[config.mk]
export PLATFORM = sky130hd
export DESIGN_NAME = pu_mult_top
export DESIGN_NICKNAME = d
export VERILOG_FILES = /design/src/verilog/pu_pkg.sv /design/src/verilog/apb_pu_bridge.sv /design/src/verilog/pu_mult.sv /design/src/verilog/pu_mult_top.sv
export SDC_FILE = /design/constraint.sdc
export NUM_CORES = 1
export LEC_CHECK = 0
export ABC_AREA = 1
export BUFFER_PORTS_ARGS = -buffer_cell sky130_fd_sc_hd__buf_4
export CORE_MARGIN = 2
export CORE_UTILIZATION = 64
export DETAILED_ROUTE_END_ITERATION = 16
export PLACE_DENSITY = 0.83
export SYNTH_ARGS = -nofsm -noshare
export SYNTH_HDL_FRONTEND = slang
export SYNTH_SLANG_ARGS = --single-unit
[constraint.sdc]
create_clock -name clk -period 8 [get_ports clk]
set_clock_uncertainty 0.15 [all_clocks]
set_input_delay 0.4 -clock clk [delete_from_list [all_inputs] [get_ports clk]]
set_output_delay 0.4 -clock clk [all_outputs]
set_load 0.02 [all_outputs]
[src/verilog/pu_pkg.sv]
package pu_pkg;

  localparam int data_w      = 32; // data word width.
  localparam int attr_w      = 4;  // attribute field is attr_w+1 bits.
  localparam int invalid_bit = 0;  // invalid attribute position.
  localparam int half_w      = 16; // signed operand width.
  localparam int addr_w      = 8;  // apb address width.

  // register map of the multiplier unit
  localparam logic [addr_w-1:0] addr_arg_a     = 8'h00;
  localparam logic [addr_w-1:0] addr_arg_b     = 8'h04;
  localparam logic [addr_w-1:0] addr_result    = 8'h08; // read only.
  localparam logic [addr_w-1:0] addr_status    = 8'h0C; // read only.
  localparam logic [addr_w-1:0] addr_arg_a_inv = 8'h10;
  localparam logic [addr_w-1:0] addr_arg_b_inv = 8'h14;

  // status word layout.
  localparam int stat_invalid_bit = 0;
  localparam int stat_busy_bit    = 1;

  typedef enum logic [2:0] {
    op_none,
    op_load_a,
    op_load_b,
    op_read_result,
    op_read_status,
    op_bad
  } pu_op_e;

  // command from the bridge into a processing unit
  typedef struct packed {
    logic              wr;   // write strobe.
    logic              sel;  // 1 selects arg b and launches.
    logic [data_w-1:0] data;
    logic [attr_w:0]   attr;
  } pu_cmd_t;

  typedef struct packed {
    logic [data_w-1:0] data;
    logic [attr_w:0]   attr;
  } pu_result_t;

endpackage
[src/verilog/apb_pu_bridge.sv]
`timescale 1ns/1ps

module apb_pu_bridge (
  input  logic                      clk,
  input  logic                      rst,
  input  logic                      psel,
  input  logic                      penable,
  input  logic                      pwrite,
  input  logic [pu_pkg::addr_w-1:0] paddr,
  input  logic [pu_pkg::data_w-1:0] pwdata,
  output logic [pu_pkg::data_w-1:0] prdata,
  output logic                      pready,
  output logic                      pslverr,
  output pu_pkg::pu_cmd_t           cmd,
  output logic                      oe,
  output logic                      status_oe,
  input  pu_pkg::pu_result_t        res,
  input  logic                      busy
);

  pu_pkg::pu_op_e            op;
  logic                      setup_q;
  logic                      access;
  logic                      inv_addr;
  logic [pu_pkg::data_w-1:0] status_word;

  // remembers that the transfer went through a setup cycle
  always_ff @(posedge clk) begin
    if (rst) begin
      setup_q <= 1'b0;
    end else begin
      setup_q <= psel & ~penable;
    end
  end

  assign access = psel & penable & setup_q;
  assign pready = psel & penable; // no wait states.

  always_comb begin
    op       = pu_pkg::op_none;
    inv_addr = 1'b0;
    if (psel) begin
      case (paddr)
        pu_pkg::addr_arg_a, pu_pkg::addr_arg_a_inv: begin
          if (pwrite) begin
            op = pu_pkg::op_load_a;
          end
        end
        pu_pkg::addr_arg_b, pu_pkg::addr_arg_b_inv: begin
          if (pwrite) begin
            op = pu_pkg::op_load_b;
          end
        end
        pu_pkg::addr_result: begin
          op = pwrite ? pu_pkg::op_bad : pu_pkg::op_read_result;
        end
        pu_pkg::addr_status: begin
          op = pwrite ? pu_pkg::op_bad : pu_pkg::op_read_status;
        end
        default: begin
          op = pu_pkg::op_bad; // unknown address.
        end
      endcase
      inv_addr = (paddr == pu_pkg::addr_arg_a_inv) || (paddr == pu_pkg::addr_arg_b_inv);
    end
  end

  always_comb begin
    cmd      = '0;
    cmd.wr   = access & ((op == pu_pkg::op_load_a) | (op == pu_pkg::op_load_b));
    cmd.sel  = (op == pu_pkg::op_load_b);
    cmd.data = pwdata;
    cmd.attr[pu_pkg::invalid_bit] = inv_addr;
  end

  assign oe        = access & (op == pu_pkg::op_read_result);
  assign status_oe = access & (op == pu_pkg::op_read_status);
  assign pslverr   = access & (op == pu_pkg::op_bad);

  always_comb begin
    status_word = '0;
    status_word[pu_pkg::stat_invalid_bit] = res.attr[pu_pkg::invalid_bit];
    status_word[pu_pkg::stat_busy_bit]    = busy;
  end

  always_comb begin
    if (oe) begin
      prdata = res.data;
    end else if (status_oe) begin
      prdata = status_word;
    end else begin
      prdata = '0;
    end
  end

endmodule

[src/verilog/pu_mult.sv]
`timescale 1ns/1ps

module pu_mult (
  input  logic               clk,
  input  logic               rst,
  input  pu_pkg::pu_cmd_t    cmd,
  input  logic               oe,
  input  logic               status_oe,
  output pu_pkg::pu_result_t res,
  output logic               busy
);

  // captured arguments of stage 0
  logic [pu_pkg::data_w-1:0] arg     [2];
  logic                      arg_inv [2];
  logic                      launch;

  logic signed [pu_pkg::data_w-1:0] prod;
  logic                             range_bad;
  logic                             attr_bad;

  // stage 1
  logic signed [pu_pkg::data_w-1:0] s1_prod;
  logic                             s1_inv;
  logic                             s1_vld;
  logic [pu_pkg::attr_w:0]          s1_attr;

  // result register of stage 2
  pu_pkg::pu_result_t result_q;

  // top half_w+1 bits must be a pure sign extension
  function automatic logic fits_half(input logic [pu_pkg::data_w-1:0] v);
    logic [pu_pkg::half_w:0] top;
    top = v[pu_pkg::data_w-1:pu_pkg::half_w-1];
    return (top == '0) || (top == '1);
  endfunction

  always_ff @(posedge clk) begin
    if (rst) begin
      arg[0]     <= '0;
      arg[1]     <= '0;
      arg_inv[0] <= 1'b0;
      arg_inv[1] <= 1'b0;
      launch     <= 1'b0;
    end else begin
      launch <= cmd.wr & cmd.sel; // arg b write starts a multiply.
      if (cmd.wr) begin
        arg[cmd.sel]     <= cmd.data;
        arg_inv[cmd.sel] <= cmd.attr[pu_pkg::invalid_bit];
      end
    end
  end

  assign prod = $signed(arg[0][pu_pkg::half_w-1:0]) * $signed(arg[1][pu_pkg::half_w-1:0]);

  assign range_bad = ~fits_half(arg[0]) | ~fits_half(arg[1]);
  assign attr_bad  = arg_inv[0] | arg_inv[1];

  always_ff @(posedge clk) begin
    if (rst) begin
      s1_prod <= '0;
      s1_inv  <= 1'b0;
      s1_vld  <= 1'b0;
    end else begin
      s1_vld <= launch;
      if (launch) begin
        s1_prod <= prod;
        s1_inv  <= range_bad | attr_bad;
      end
    end
  end

  assign busy = s1_vld; // a launch sits in stage 1.

  always_comb begin
    s1_attr = '0;
    s1_attr[pu_pkg::invalid_bit] = s1_inv;
  end

  always_ff @(posedge clk) begin
    if (rst) begin
      result_q <= '0;
    end else if (s1_vld) begin
      result_q.data <= s1_prod;
      result_q.attr <= s1_attr;
    end
  end

  // the flag goes out on both reads and the data only on result reads
  always_comb begin
    res = '0;
    if (oe) begin
      res.data = result_q.data;
    end
    if (oe | status_oe) begin
      res.attr[pu_pkg::invalid_bit] = result_q.attr[pu_pkg::invalid_bit];
    end
  end

endmodule

[src/verilog/pu_mult_top.sv]
`timescale 1ns/1ps

module pu_mult_top (
  input  logic                      clk,
  input  logic                      rst,
  input  logic                      psel,
  input  logic                      penable,
  input  logic                      pwrite,
  input  logic [pu_pkg::addr_w-1:0] paddr,
  input  logic [pu_pkg::data_w-1:0] pwdata,
  output logic [pu_pkg::data_w-1:0] prdata,
  output logic                      pready,
  output logic                      pslverr
);

  pu_pkg::pu_cmd_t    cmd;
  pu_pkg::pu_result_t res;
  logic               oe;
  logic               status_oe;
  logic               busy;

  apb_pu_bridge u_bridge (
    .clk       (clk),
    .rst       (rst),
    .psel      (psel),
    .penable   (penable),
    .pwrite    (pwrite),
    .paddr     (paddr),
    .pwdata    (pwdata),
    .prdata    (prdata),
    .pready    (pready),
    .pslverr   (pslverr),
    .cmd       (cmd),
    .oe        (oe),
    .status_oe (status_oe),
    .res       (res),
    .busy      (busy)
  );

  pu_mult u_mult (
    .clk       (clk),
    .rst       (rst),
    .cmd       (cmd),
    .oe        (oe),
    .status_oe (status_oe),
    .res       (res),
    .busy      (busy)
  );

endmodule

==> results of run 1 <==
-- synth_stat cells (all sizes together), types with 16 or more instances --
cell type	instances	share of area, %
nand3	52	1.7
clkbuf	76	1.7
nor3	42	1.4
edfxtp	66	12
nor2	183	5.0
nand2	459	11
nand4	27	1.0
buf	16	0.80
inv	600	14
o21ai	58	1.8
a21oi	59	1.8
dfxtp	69	8.4
fa	262	32
ha	82	6.2
-- cell families after synthesis --
| kind of cell | count (synthesis) |
|---|---|
| buffers and inverters | 692 |
| and+or+nand+nor | 778 |
| DFF | 135 |
| xor gates and xnor gates | 11 |
| AOI/OAI and AO/OA | 133 |
| adders and majority gates | 344 |
-- area by class of cell --
class                      instances  share of cell area (%)
tap                              330                    2.34
multi-input combinational       1266                    58.9
timing repair buffer              84                    3.58
sequential                       135                    19.0
inverter                         600                    12.7
clock inverter                    11                   0.694
clock buffer                      21                    2.73
-- through the flow --
stage | total power, mW | std cells | setup WS (ns)
6_report | 2.41 | 2447 | 1.50
5_1_grt | 2.56 | 2447 | 1.25
4_1_cts | 2.42 | 2447 | 1.59
3_5_place_dp | 1.59 | 2414 | 1.62
3_3_place_gp | 1.57 | 2414 | 1.74
2_1_floorplan | 1.35 | 2093 | 2.19
-- sequential cells by signal, indices dropped and copies added (netlist names) --
signal and flops:
u_mult.arg 64, u_mult.result_q 33, u_bridge.setup_q 1, u_mult.s1_inv 1, u_mult.launch 1, u_mult.s1_prod 32, u_mult.busy 1, u_mult.arg_inv 2
-- worst reg2reg max path: cells and delay by family (launching register included) --
family / cells / cell delay (ns)
adders and majority gates: 7 / 3.78
and+or+nand+nor: 7 / 1.17
DFF: 1 / 0.75
buffers and inverters: 5 / 0.41
AOI/OAI and AO/OA: 1 / 0.14
-- worst paths after layout --
check,end,slack [ns],cells past startpoint
worst max-delay path,u_mult.s1_prod[23],1.50,20
worst min-delay path,u_bridge.setup_q,0.12,3
worst max register to register,u_mult.s1_prod[23],1.50,20
worst min register to register,u_mult.result_q[11],0.32,2
-- cell usage in the layout (no fill, tap or decap), drive strengths merged --
master,count
inv,608
nand2,459
fa,262
nor2,183
buf,83
ha,82
dfxtp,69
edfxtp,66
a21oi,59
o21ai,58
nand3,52
nor3,42
nand4,27
clkbuf,21
o21bai,10
xor2,10
nor4,8
or2,5
a21o,2
o31ai,2
nand3b,2
clkinv,2
xnor2,1
o211ai,1
o221ai,1
bufinv,1
dlygate4sd3,1
-- power by group --
| part | total [mW] | switching [mW] | internal [mW] | leakage, nW |
|---|---|---|---|---|
| combinational | 0.824 | 0.527 | 0.297 | 8.41 |
| sequential | 0.760 | 0.0285 | 0.732 | 1.26 |
| clock | 0.827 | 0.349 | 0.478 | 0.300 |
-- routing by layer --
metal  track usage (%)  vias up
met1              39.5     6371
met2              59.3      557
met5                 0        -
met4              12.6        0
met3              4.17      123
li1                  -     6103
-- timing repair --
item	4_1_cts	5_1_grt
setup buffers	0	0
endpoints found under the setup margin	0	0
hold buffers	1	0
endpoints found under the hold margin	1	0
==> impl_metrics.csv, run 1 <==
group,metric,value,unit
status,status,"complete, no violations",
cts,clock_latency,0.43,ns
run,cap_violations,0,
grt,gr-total-overflow,0,
cts,cts_sinks,135,
logic_synthesis,postSynthCellCount,2093,
grt,grt_usage,32.6,%
detailed_routing,first_pass_iters,7,
cts,cts.clk_slew.worst_paths,0.07,ns
die,dieHeight,164,um
logic_synthesis,synth_seq_cells,135,
critical_path,slowest_stage,"fa_1",
logic_synthesis,synth_edf_count,66,
die,start_util,65.2,%
place,dp_hpwl,32.4,mm
critical_path,worstPathCellList,"nand2_1, inv_1, fa_1, fa_1, fa_1, fa_1, fa_1, inv_1, fa_1, inv_1, ha_1, nand2_1, nor2_1, inv_1, nor2_1, nand4_1, nand2_1, nor2_1, o21ai_0, inv_1",
detailed_routing,met2_length,21.2,mm
critical_path,path_buf_inv,5,
critical_path,reg2reg_from,"u_mult.arg[0][15]",
min_path,hold_class,"in2reg",
logic_synthesis,synth_nets,2482,
cts,h-tree-depth,4,
die,die-area,27000,um^2
grt,grt_pass1_wl,67.6,mm
die,rows,58,
logic_synthesis,synth_adder_area_share,38.2,%
power_and_ir_drop,powerDensity,137,nW/um^2
power_and_ir_drop,ir_worst_vdd,0.000140,V
timing,tns,0,ns
detailed_routing,routed_via_density,5.38,
detailed_routing,top_layer,"met4",
final_layout,drive_gt1_share,8.55,%
final_layout,multi_input_area,10400,um^2
place,place_congestion,0.953,
grt,grt_max_degree,52,
final_layout,fillerInstances,1969,
cts,cts_root_buffer,"clkbuf_16",
logic_synthesis,yosysSeqAreaShare,20.5,%
final_layout,fin_util,70.1,%
critical_path,path_max_fanout,18,
logic_synthesis,syn_area,16400,um^2
critical_path,worstPathArrival,6.67,ns
cts,cts_buffers,17,
timing,slew_headroom,28.1,%
timing,fmax,154,MHz
critical_path,end_kind,"flop",
final_layout,finalInstanceArea,17700,um^2
logic_synthesis,synth_top_family_by_area,"adder cells",
timing,maxSlewViolCount,0,
detailed_routing,routed_wl,40.9,mm
critical_path,crit_start,"u_mult.arg[0][15]",
final_layout,syn2layout_area_growth,7.54,%
timing,worst_pin_slew,1.08,ns
die,io_pins,79,
detailed_routing,wl_per_cell,16.7,um
timing,grt_setup_unrepaired,"no",
timing,setup_viol,0,
detailed_routing,ant_nets,0,
critical_path,crit_required,8.17,ns
logic_synthesis,synth_mux_area_share,0,%
logic_synthesis,syn_area_per_cell,7.85,um^2
critical_path,start_kind,"flop",
die,die_w,164,um
detailed_routing,drt-met1-wl,15.6,mm
detailed_routing,dr_wl_met3,2.57,mm
timing,period_needed,6.50,ns
die,core_area,25200,um^2
detailed_routing,drt-initial-drc-count,876,
critical_path,cpPeakStageDelay,0.86,ns
place,placedInstanceArea,17000,um^2
cts,cts_resized,0,
logic_synthesis,synth_flop_cell,"dfxtp_1",
grt,antenna_found_initial,0,
timing,final.period_utilization,81.3,%
place,port_buffers,78,
critical_path,cp_top_family,"adder cells",
power_and_ir_drop,p_leak,9.98,nW
detailed_routing,vias,13200,
final_layout,ff_latch_area,3360,um^2
logic_synthesis,yosys_warnings,0,
logic_synthesis,synth_xor_area_share,0.587,%
timing,whs,0.117,ns
cts,clk_path_buf_depth,2,
logic_synthesis,synth.distinct_cells,34,
timing,hold_viol,0,
grt,grt_pass1_vias,14000,
final_layout,antenna_cells,0,
logic_synthesis,synth_compound_area_share,4.30,%
logic_synthesis,yosys.area_share.simple,20.2,%
min_path,hold_start,"psel",
detailed_routing,drcViolationCount,0,
critical_path,path_class,"reg2reg",
logic_synthesis,async_flop_share,0,%
critical_path,path_common_cell,"fa_1",
cts,cts_tree,"done",
final_layout,fin_nets,2493,
No activity file was read; power rests on OpenSTA's default activity.
==> run 2, diff against run 1 <==
Clock period 8 ns to 6.45 ns, I/O delays scaled along.
==> run 2 against run 1 <==
Global-route usage down 0.28 points. Cell area up 1.1%. Critical path type unchanged. Die area unchanged. Sequential share of layout area down 0.21 points.
==> impl_metrics.csv, run 2 (synthesized netlist as in run 1, its figures left out) <==
group,metric,value,unit
status,status,"complete, no violations",
final_layout,drive_gt1_share,9.95,%
final_layout,final_common_cell,"inv_1",
detailed_routing,routed_via_density,5.41,
die,io_pins,79,
cts,h-tree-depth,4,
place,pre_cts_slack,0.254,ns
power_and_ir_drop,p_leak,10.1,nW
min_path,hold-path-cell-count,3,
timing,worst_pin_slew,1.10,ns
detailed_routing,ant_nets,0,
grt,grt_pass1_vias,14000,
timing,whs,0.0365,ns
final_layout,final_cell_mix,"inv_1 (596), nand2_1 (455), fa_1 (261), nor2_1 (133), buf_4 (116)",
final_layout,syn2layout_area_growth,8.76,%
critical_path,ff2ff_setup_slack,0.27,ns
cts,cts_sinks,135,
power_and_ir_drop,ir_worst_vdd,0.000227,V
critical_path,path_max_fanout,11,
place,place_congestion,1.01,
timing,slew_headroom,26.5,%
cts,clk_path_buf_depth,2,
detailed_routing,wl_per_cell,16.6,um
detailed_routing,routed_wl,41.3,mm
detailed_routing,first_pass_iters,5,
grt,grt_pass1_wl,67.3,mm
power_and_ir_drop,powerDensity,163,nW/um^2
power_and_ir_drop,finalPower,2.91,mW
timing,hold_viol,0,
die,rows,58,
cts,clock_latency,0.43,ns
grt,gr-total-overflow,0,
cts,cts_buffers,17,
critical_path,crit_required,6.60,ns
detailed_routing,drcViolationCount,0,
timing,final.period_utilization,95.8,%
detailed_routing,vias,13400,
min_path,hold_start,"psel",
critical_path,end_kind,"flop",
die,die-area,27000,um^2
timing,period_needed,6.18,ns
die,die_w,164,um
grt,antenna_found_initial,0,
die,core_area,25200,um^2
critical_path,path_class,"reg2reg",
grt,grt_usage,32.4,%
critical_path,reg2reg_to,"u_mult.s1_prod[23]",
run,cap_violations,0,
timing,setup_viol,0,
final_layout,antenna_cells,0,
final_layout,largest_reg_flops,64,
critical_path,start_kind,"flop",
detailed_routing,drt-initial-drc-count,1116,
timing,maxSlewViolCount,0,
cts,cts_root_buffer,"clkbuf_16",
final_layout,fin_nets,2526,
critical_path,reg2reg_from,"u_mult.arg[0][15]",
cts,cts_tree,"done",
timing,tns,0,ns
place,dp_hpwl,32.8,mm
final_layout,fillerInstances,1900,
die,dieHeight,164,um
grt,grt_max_degree,49,
timing,worst_slack,0.274,ns
final_layout,regMostFlops,"u_mult.arg",
cts,cts.clk_slew.worst_paths,0.07,ns
final_layout,finalInstanceArea,17900,um^2
min_path,holdPathEnd,"u_bridge.setup_q",
place,placedInstanceArea,17200,um^2
final_layout,largestRegisters,"u_mult.arg (64), u_mult.result_q (33), u_mult.s1_prod (32)",
timing,fmax,162,MHz
min_path,hold_class,"in2reg",
critical_path,worstPathArrival,6.33,ns
place,port_buffers,78,
die,start_util,65.2,%
critical_path,rr_worst_depth,21,
[run 2: cell types whose count changed in the layout (fill, tap and decap cells not counted)]
cell        delta
buf_4         +33
clkbuf_16      -2
clkinv_1       +1
clkinv_2       +1
clkinv_4       +1
clkinvlp_2     +1
clkinvlp_4     +2
fa_1           -1
fa_2           +1
inv_4          -1
inv_6          -1
inv_8          -2
[run 2: repair_timing]
action / in CTS / in global routing
hold buffers: 1 / 0
buffers inserted: 0 / 8
endpoints found under the hold margin: 1 / 0
endpoints found under the setup margin: 0 / 9
resized for setup: 0 / 1
[run 2: metrics by stage]
stage	cells	utilization, %
CTS	2472	70.7
finish	2480	70.9
global route	2480	70.9
floorplan	2093	-
global placement	2439	68.4
detailed placement	2439	68.4
[run 2: power by group]
group / switching (mW) / leakage [nW] / internal, mW
combinational: 0.672 / 8.58 / 0.377
clock: 0.400 / 0.264 / 0.535
sequential: 0.0215 / 1.26 / 0.908
[run 2: metal layers]
layer	up-vias	wire length [um]	track usage, %
li1	6173	-	-
met1	6461	15400	39.0
met2	635	21200	58.1
met3	141	3090	5.03
met5	-	0	0
met4	0	1590	12.7
[run 2: worst max-delay path by stage]
stage,from,end,slack [ns],depth (start not counted)
final,u_mult.arg[0][15],u_mult.s1_prod[23],0.27,21
after global routing,u_mult.arg[0][10],u_mult.s1_prod[23],-0.005,20
after CTS,u_mult.arg[1][5],u_mult.s1_prod[28],0.04,20
after detailed placement,u_mult.arg[1][5],u_mult.s1_prod[23],0.25,21
after global placement,u_mult.arg[1][5],u_mult.s1_prod[28],0.37,19
after floorplan,u_mult.arg[0][15],u_mult.s1_prod[31],0.64,24
[run 2: cell type report]
| type | instances | area (um^2) | area share (%) |
|---|---|---|---|
| multi-input combinational | 1266 | 10400 | 58.2 |
| timing repair buffer | 117 | 881 | 4.93 |
| clock buffer | 19 | 433 | 2.42 |
| clock inverter | 13 | 123 | 0.686 |
| inverter | 600 | 2250 | 12.6 |
| sequential | 135 | 3360 | 18.8 |
| tap | 330 | 413 | 2.31 |
[run 2: critical path, stage by stage, from the launching register on]
cell and delay, ns:
edfxtp_1 0.54, nand2_1 0.17, inv_1 0.10, fa_1 0.74
fa_1 0.52, fa_1 0.51, fa_1 0.51, fa_1 0.49
inv_1 0.05, fa_1 0.52, inv_1 0.06, ha_1 0.36
a21oi_1 0.37, nand2_1 0.16, nand2_1 0.08, nand2_1 0.10
a21oi_1 0.13, nand2_1 0.10, nand2_1 0.07, nand2_1 0.04
o21ai_0 0.20, inv_1 0.06
==> run 3, diff against run 2 <==
Settings changed: CORE_MARGIN 2 to 3.
==> run 3 against run 2 <==
Core utilization about the same. Global-route usage shrank 0.42 points. Sequential share of layout area hardly changed. Register-to-register slack is essentially flat. Die area rose by 2.5%. Cell count down 0.12%. Cell area about the same. Non-clock buffer count down 3. Clock power increased by 3.6%. Flip-flop and latch count did not move. Critical path type unchanged. Critical endpoint unchanged.
==> impl_metrics.csv, run 3 (synthesized netlist as in run 1, its figures left out) <==
group,metric,value,unit
timing,final.period_utilization,95.8,%
detailed_routing,vias,13300,
grt,grt_pass1_vias,14300,
timing,maxSlewViolCount,0,
timing,fmax,162,MHz
final_layout,fin_nets,2523,
final_layout,regMostFlops,"u_mult.arg",
critical_path,worstPathArrival,6.35,ns
final_layout,drive_gt1_share,9.92,%
cts,cts_root_buffer,"clkbuf_16",
power_and_ir_drop,powerDensity,165,nW/um^2
die,start_util,65.2,%
critical_path,path_class,"reg2reg",
final_layout,final_cell_mix,"inv_1 (596), nand2_1 (455), fa_1 (261), nor2_1 (133), buf_4 (113)",
final_layout,largestRegisters,"u_mult.arg (64), u_mult.result_q (33), u_mult.s1_prod (32)",
critical_path,path_max_fanout,8,
detailed_routing,routed_wl,42.3,mm
timing,worst_slack,0.269,ns
timing,period_needed,6.18,ns
place,dp_hpwl,33.6,mm
cts,h-tree-depth,4,
critical_path,path_common_cell,"nand2_1",
cts,clk_path_buf_depth,2,
cts,cts.clk_slew.worst_paths,0.07,ns
detailed_routing,routed_via_density,5.36,
cts,cts_sinks,135,
timing,setup_viol,0,
critical_path,end_kind,"flop",
final_layout,antenna_cells,0,
final_layout,syn2layout_area_growth,8.71,%
die,die-area,27600,um^2
die,core_area,25200,um^2
timing,worst_pin_slew,1.06,ns
place,pre_cts_slack,0.234,ns
min_path,hold_class,"in2reg",
detailed_routing,drt-initial-drc-count,1107,
grt,grt_max_degree,49,
timing,tns,0,ns
cts,cts_setup_buffers,0,
detailed_routing,first_pass_iters,5,
die,rows,58,
critical_path,cpPeakStageDelay,0.76,ns
run,cap_violations,0,
grt,grt_pass1_wl,70.3,mm
timing,hold_viol,0,
critical_path,crit_required,6.62,ns
grt,grt_usage,31.9,%
final_layout,largest_reg_flops,64,
critical_path,start_kind,"flop",
detailed_routing,drcViolationCount,0,
die,io_pins,79,
grt,antenna_found_initial,0,
cts,cts_buffers,17,
cts,cts_tree,"done",
critical_path,slowest_stage,"fa_1",
die,dieHeight,166,um
timing,grt_setup_unrepaired,"no",
cts,clock_latency,0.43,ns
timing,slew_headroom,29.0,%
detailed_routing,wl_per_cell,17.1,um
power_and_ir_drop,p_leak,10.1,nW
grt,gr-total-overflow,0,
critical_path,worstPathCellList,"nand2_1, inv_1, fa_1, fa_1, fa_1, fa_1, fa_1, inv_1, fa_1, inv_1, ha_1, a21oi_1, nand2_1, nand2_1, nand2_1, a21oi_1, nand2_1, nand2_1, nand2_1, o21ai_0, inv_1",
status,status,"complete, no violations",
place,port_buffers,78,
power_and_ir_drop,ir_worst_vdd,0.000206,V
place,place_congestion,0.954,
die,die_w,166,um
detailed_routing,ant_nets,0,
final_layout,final_common_cell,"inv_1",
## run 3: changes by cell type in the layout (fill, tap and decap cells not counted), sizes merged
cell      before  now
inv          604  608
clkinv         5    4
buf          116  113
clkinvlp       3    1
clkbuf        19   18
## run 3: final timing paths
| path | from | to | slack [ns] | cells after the start |
|---|---|---|---|---|
| worst max register to register | u_mult.arg[0][15] | u_mult.s1_prod[23] | 0.27 | 21 |
| worst max-delay path | u_mult.arg[0][15] | u_mult.s1_prod[23] | 0.27 | 21 |
| worst min-delay path | psel | u_bridge.setup_q | 0.05 | 3 |
| worst min register to register | u_mult.s1_prod[8] | u_mult.result_q[13] | 0.32 | 2 |
## run 3: layout make-up
| type | count | area, um^2 |
|---|---|---|
| Clock buffer | 18 | 429 |
| Clock inverter | 14 | 140 |
| Fill cell | 1886 | 7330 |
| Inverter | 600 | 2250 |
| Multi-Input combinational cell | 1266 | 10400 |
| Sequential cell | 135 | 3360 |
| Tap cell | 330 | 413 |
| Timing Repair Buffer | 114 | 858 |
## run 3: power by group
part / switching [mW] / leakage, nW / internal (mW)
registers: 0.0231 / 1.26 / 0.908
clock network: 0.426 / 0.282 / 0.543
logic: 0.675 / 8.56 / 0.378
## run 3: timing repair
action                                  CTS  global route
hold buffers                              1             0
hold endpoints to repair                  1             0
endpoints found under the setup margin    0             4
resized for setup                         0             1
## run 3: critical path: cells and delay by family, from the launching register on
family                   cells  cell delay [ns]
AO/OA/AOI/OAI                3             0.68
flip-flops                   1             0.54
buffers and inverters        4             0.26
adder cells (fa/ha/maj)      7             3.70
AND/OR/NAND/NOR              7             0.77
## run 3: metrics by stage
stage	cell area, um^2	hold slack, ns	cells	util, %	power, mW
4_1_cts	17900	0.0408	2477	70.9	2.96
2_1_floorplan	16400	0.244	2093	-	1.68
3_3_place_gp	17300	0.300	2444	68.6	1.96
5_1_grt	17900	0.0646	2477	70.9	3.15
3_5_place_dp	17300	0.308	2444	68.6	1.99
6_report	17900	0.0495	2477	70.9	2.95
## run 3: routing by layer
| layer | share of wire [%] | GRT usage (%) | wire [um] | vias to the layer above |
|---|---|---|---|---|
| li1 | - | - | - | 6154 |
| met4 | 4.3 | 11.8 | 1820 | 0 |
| met3 | 7.8 | 6.33 | 3290 | 146 |
| met2 | 51 | 57.1 | 21600 | 610 |
| met1 | 37 | 38.5 | 15600 | 6369 |
| met5 | 0 | 0 | 0 | - |
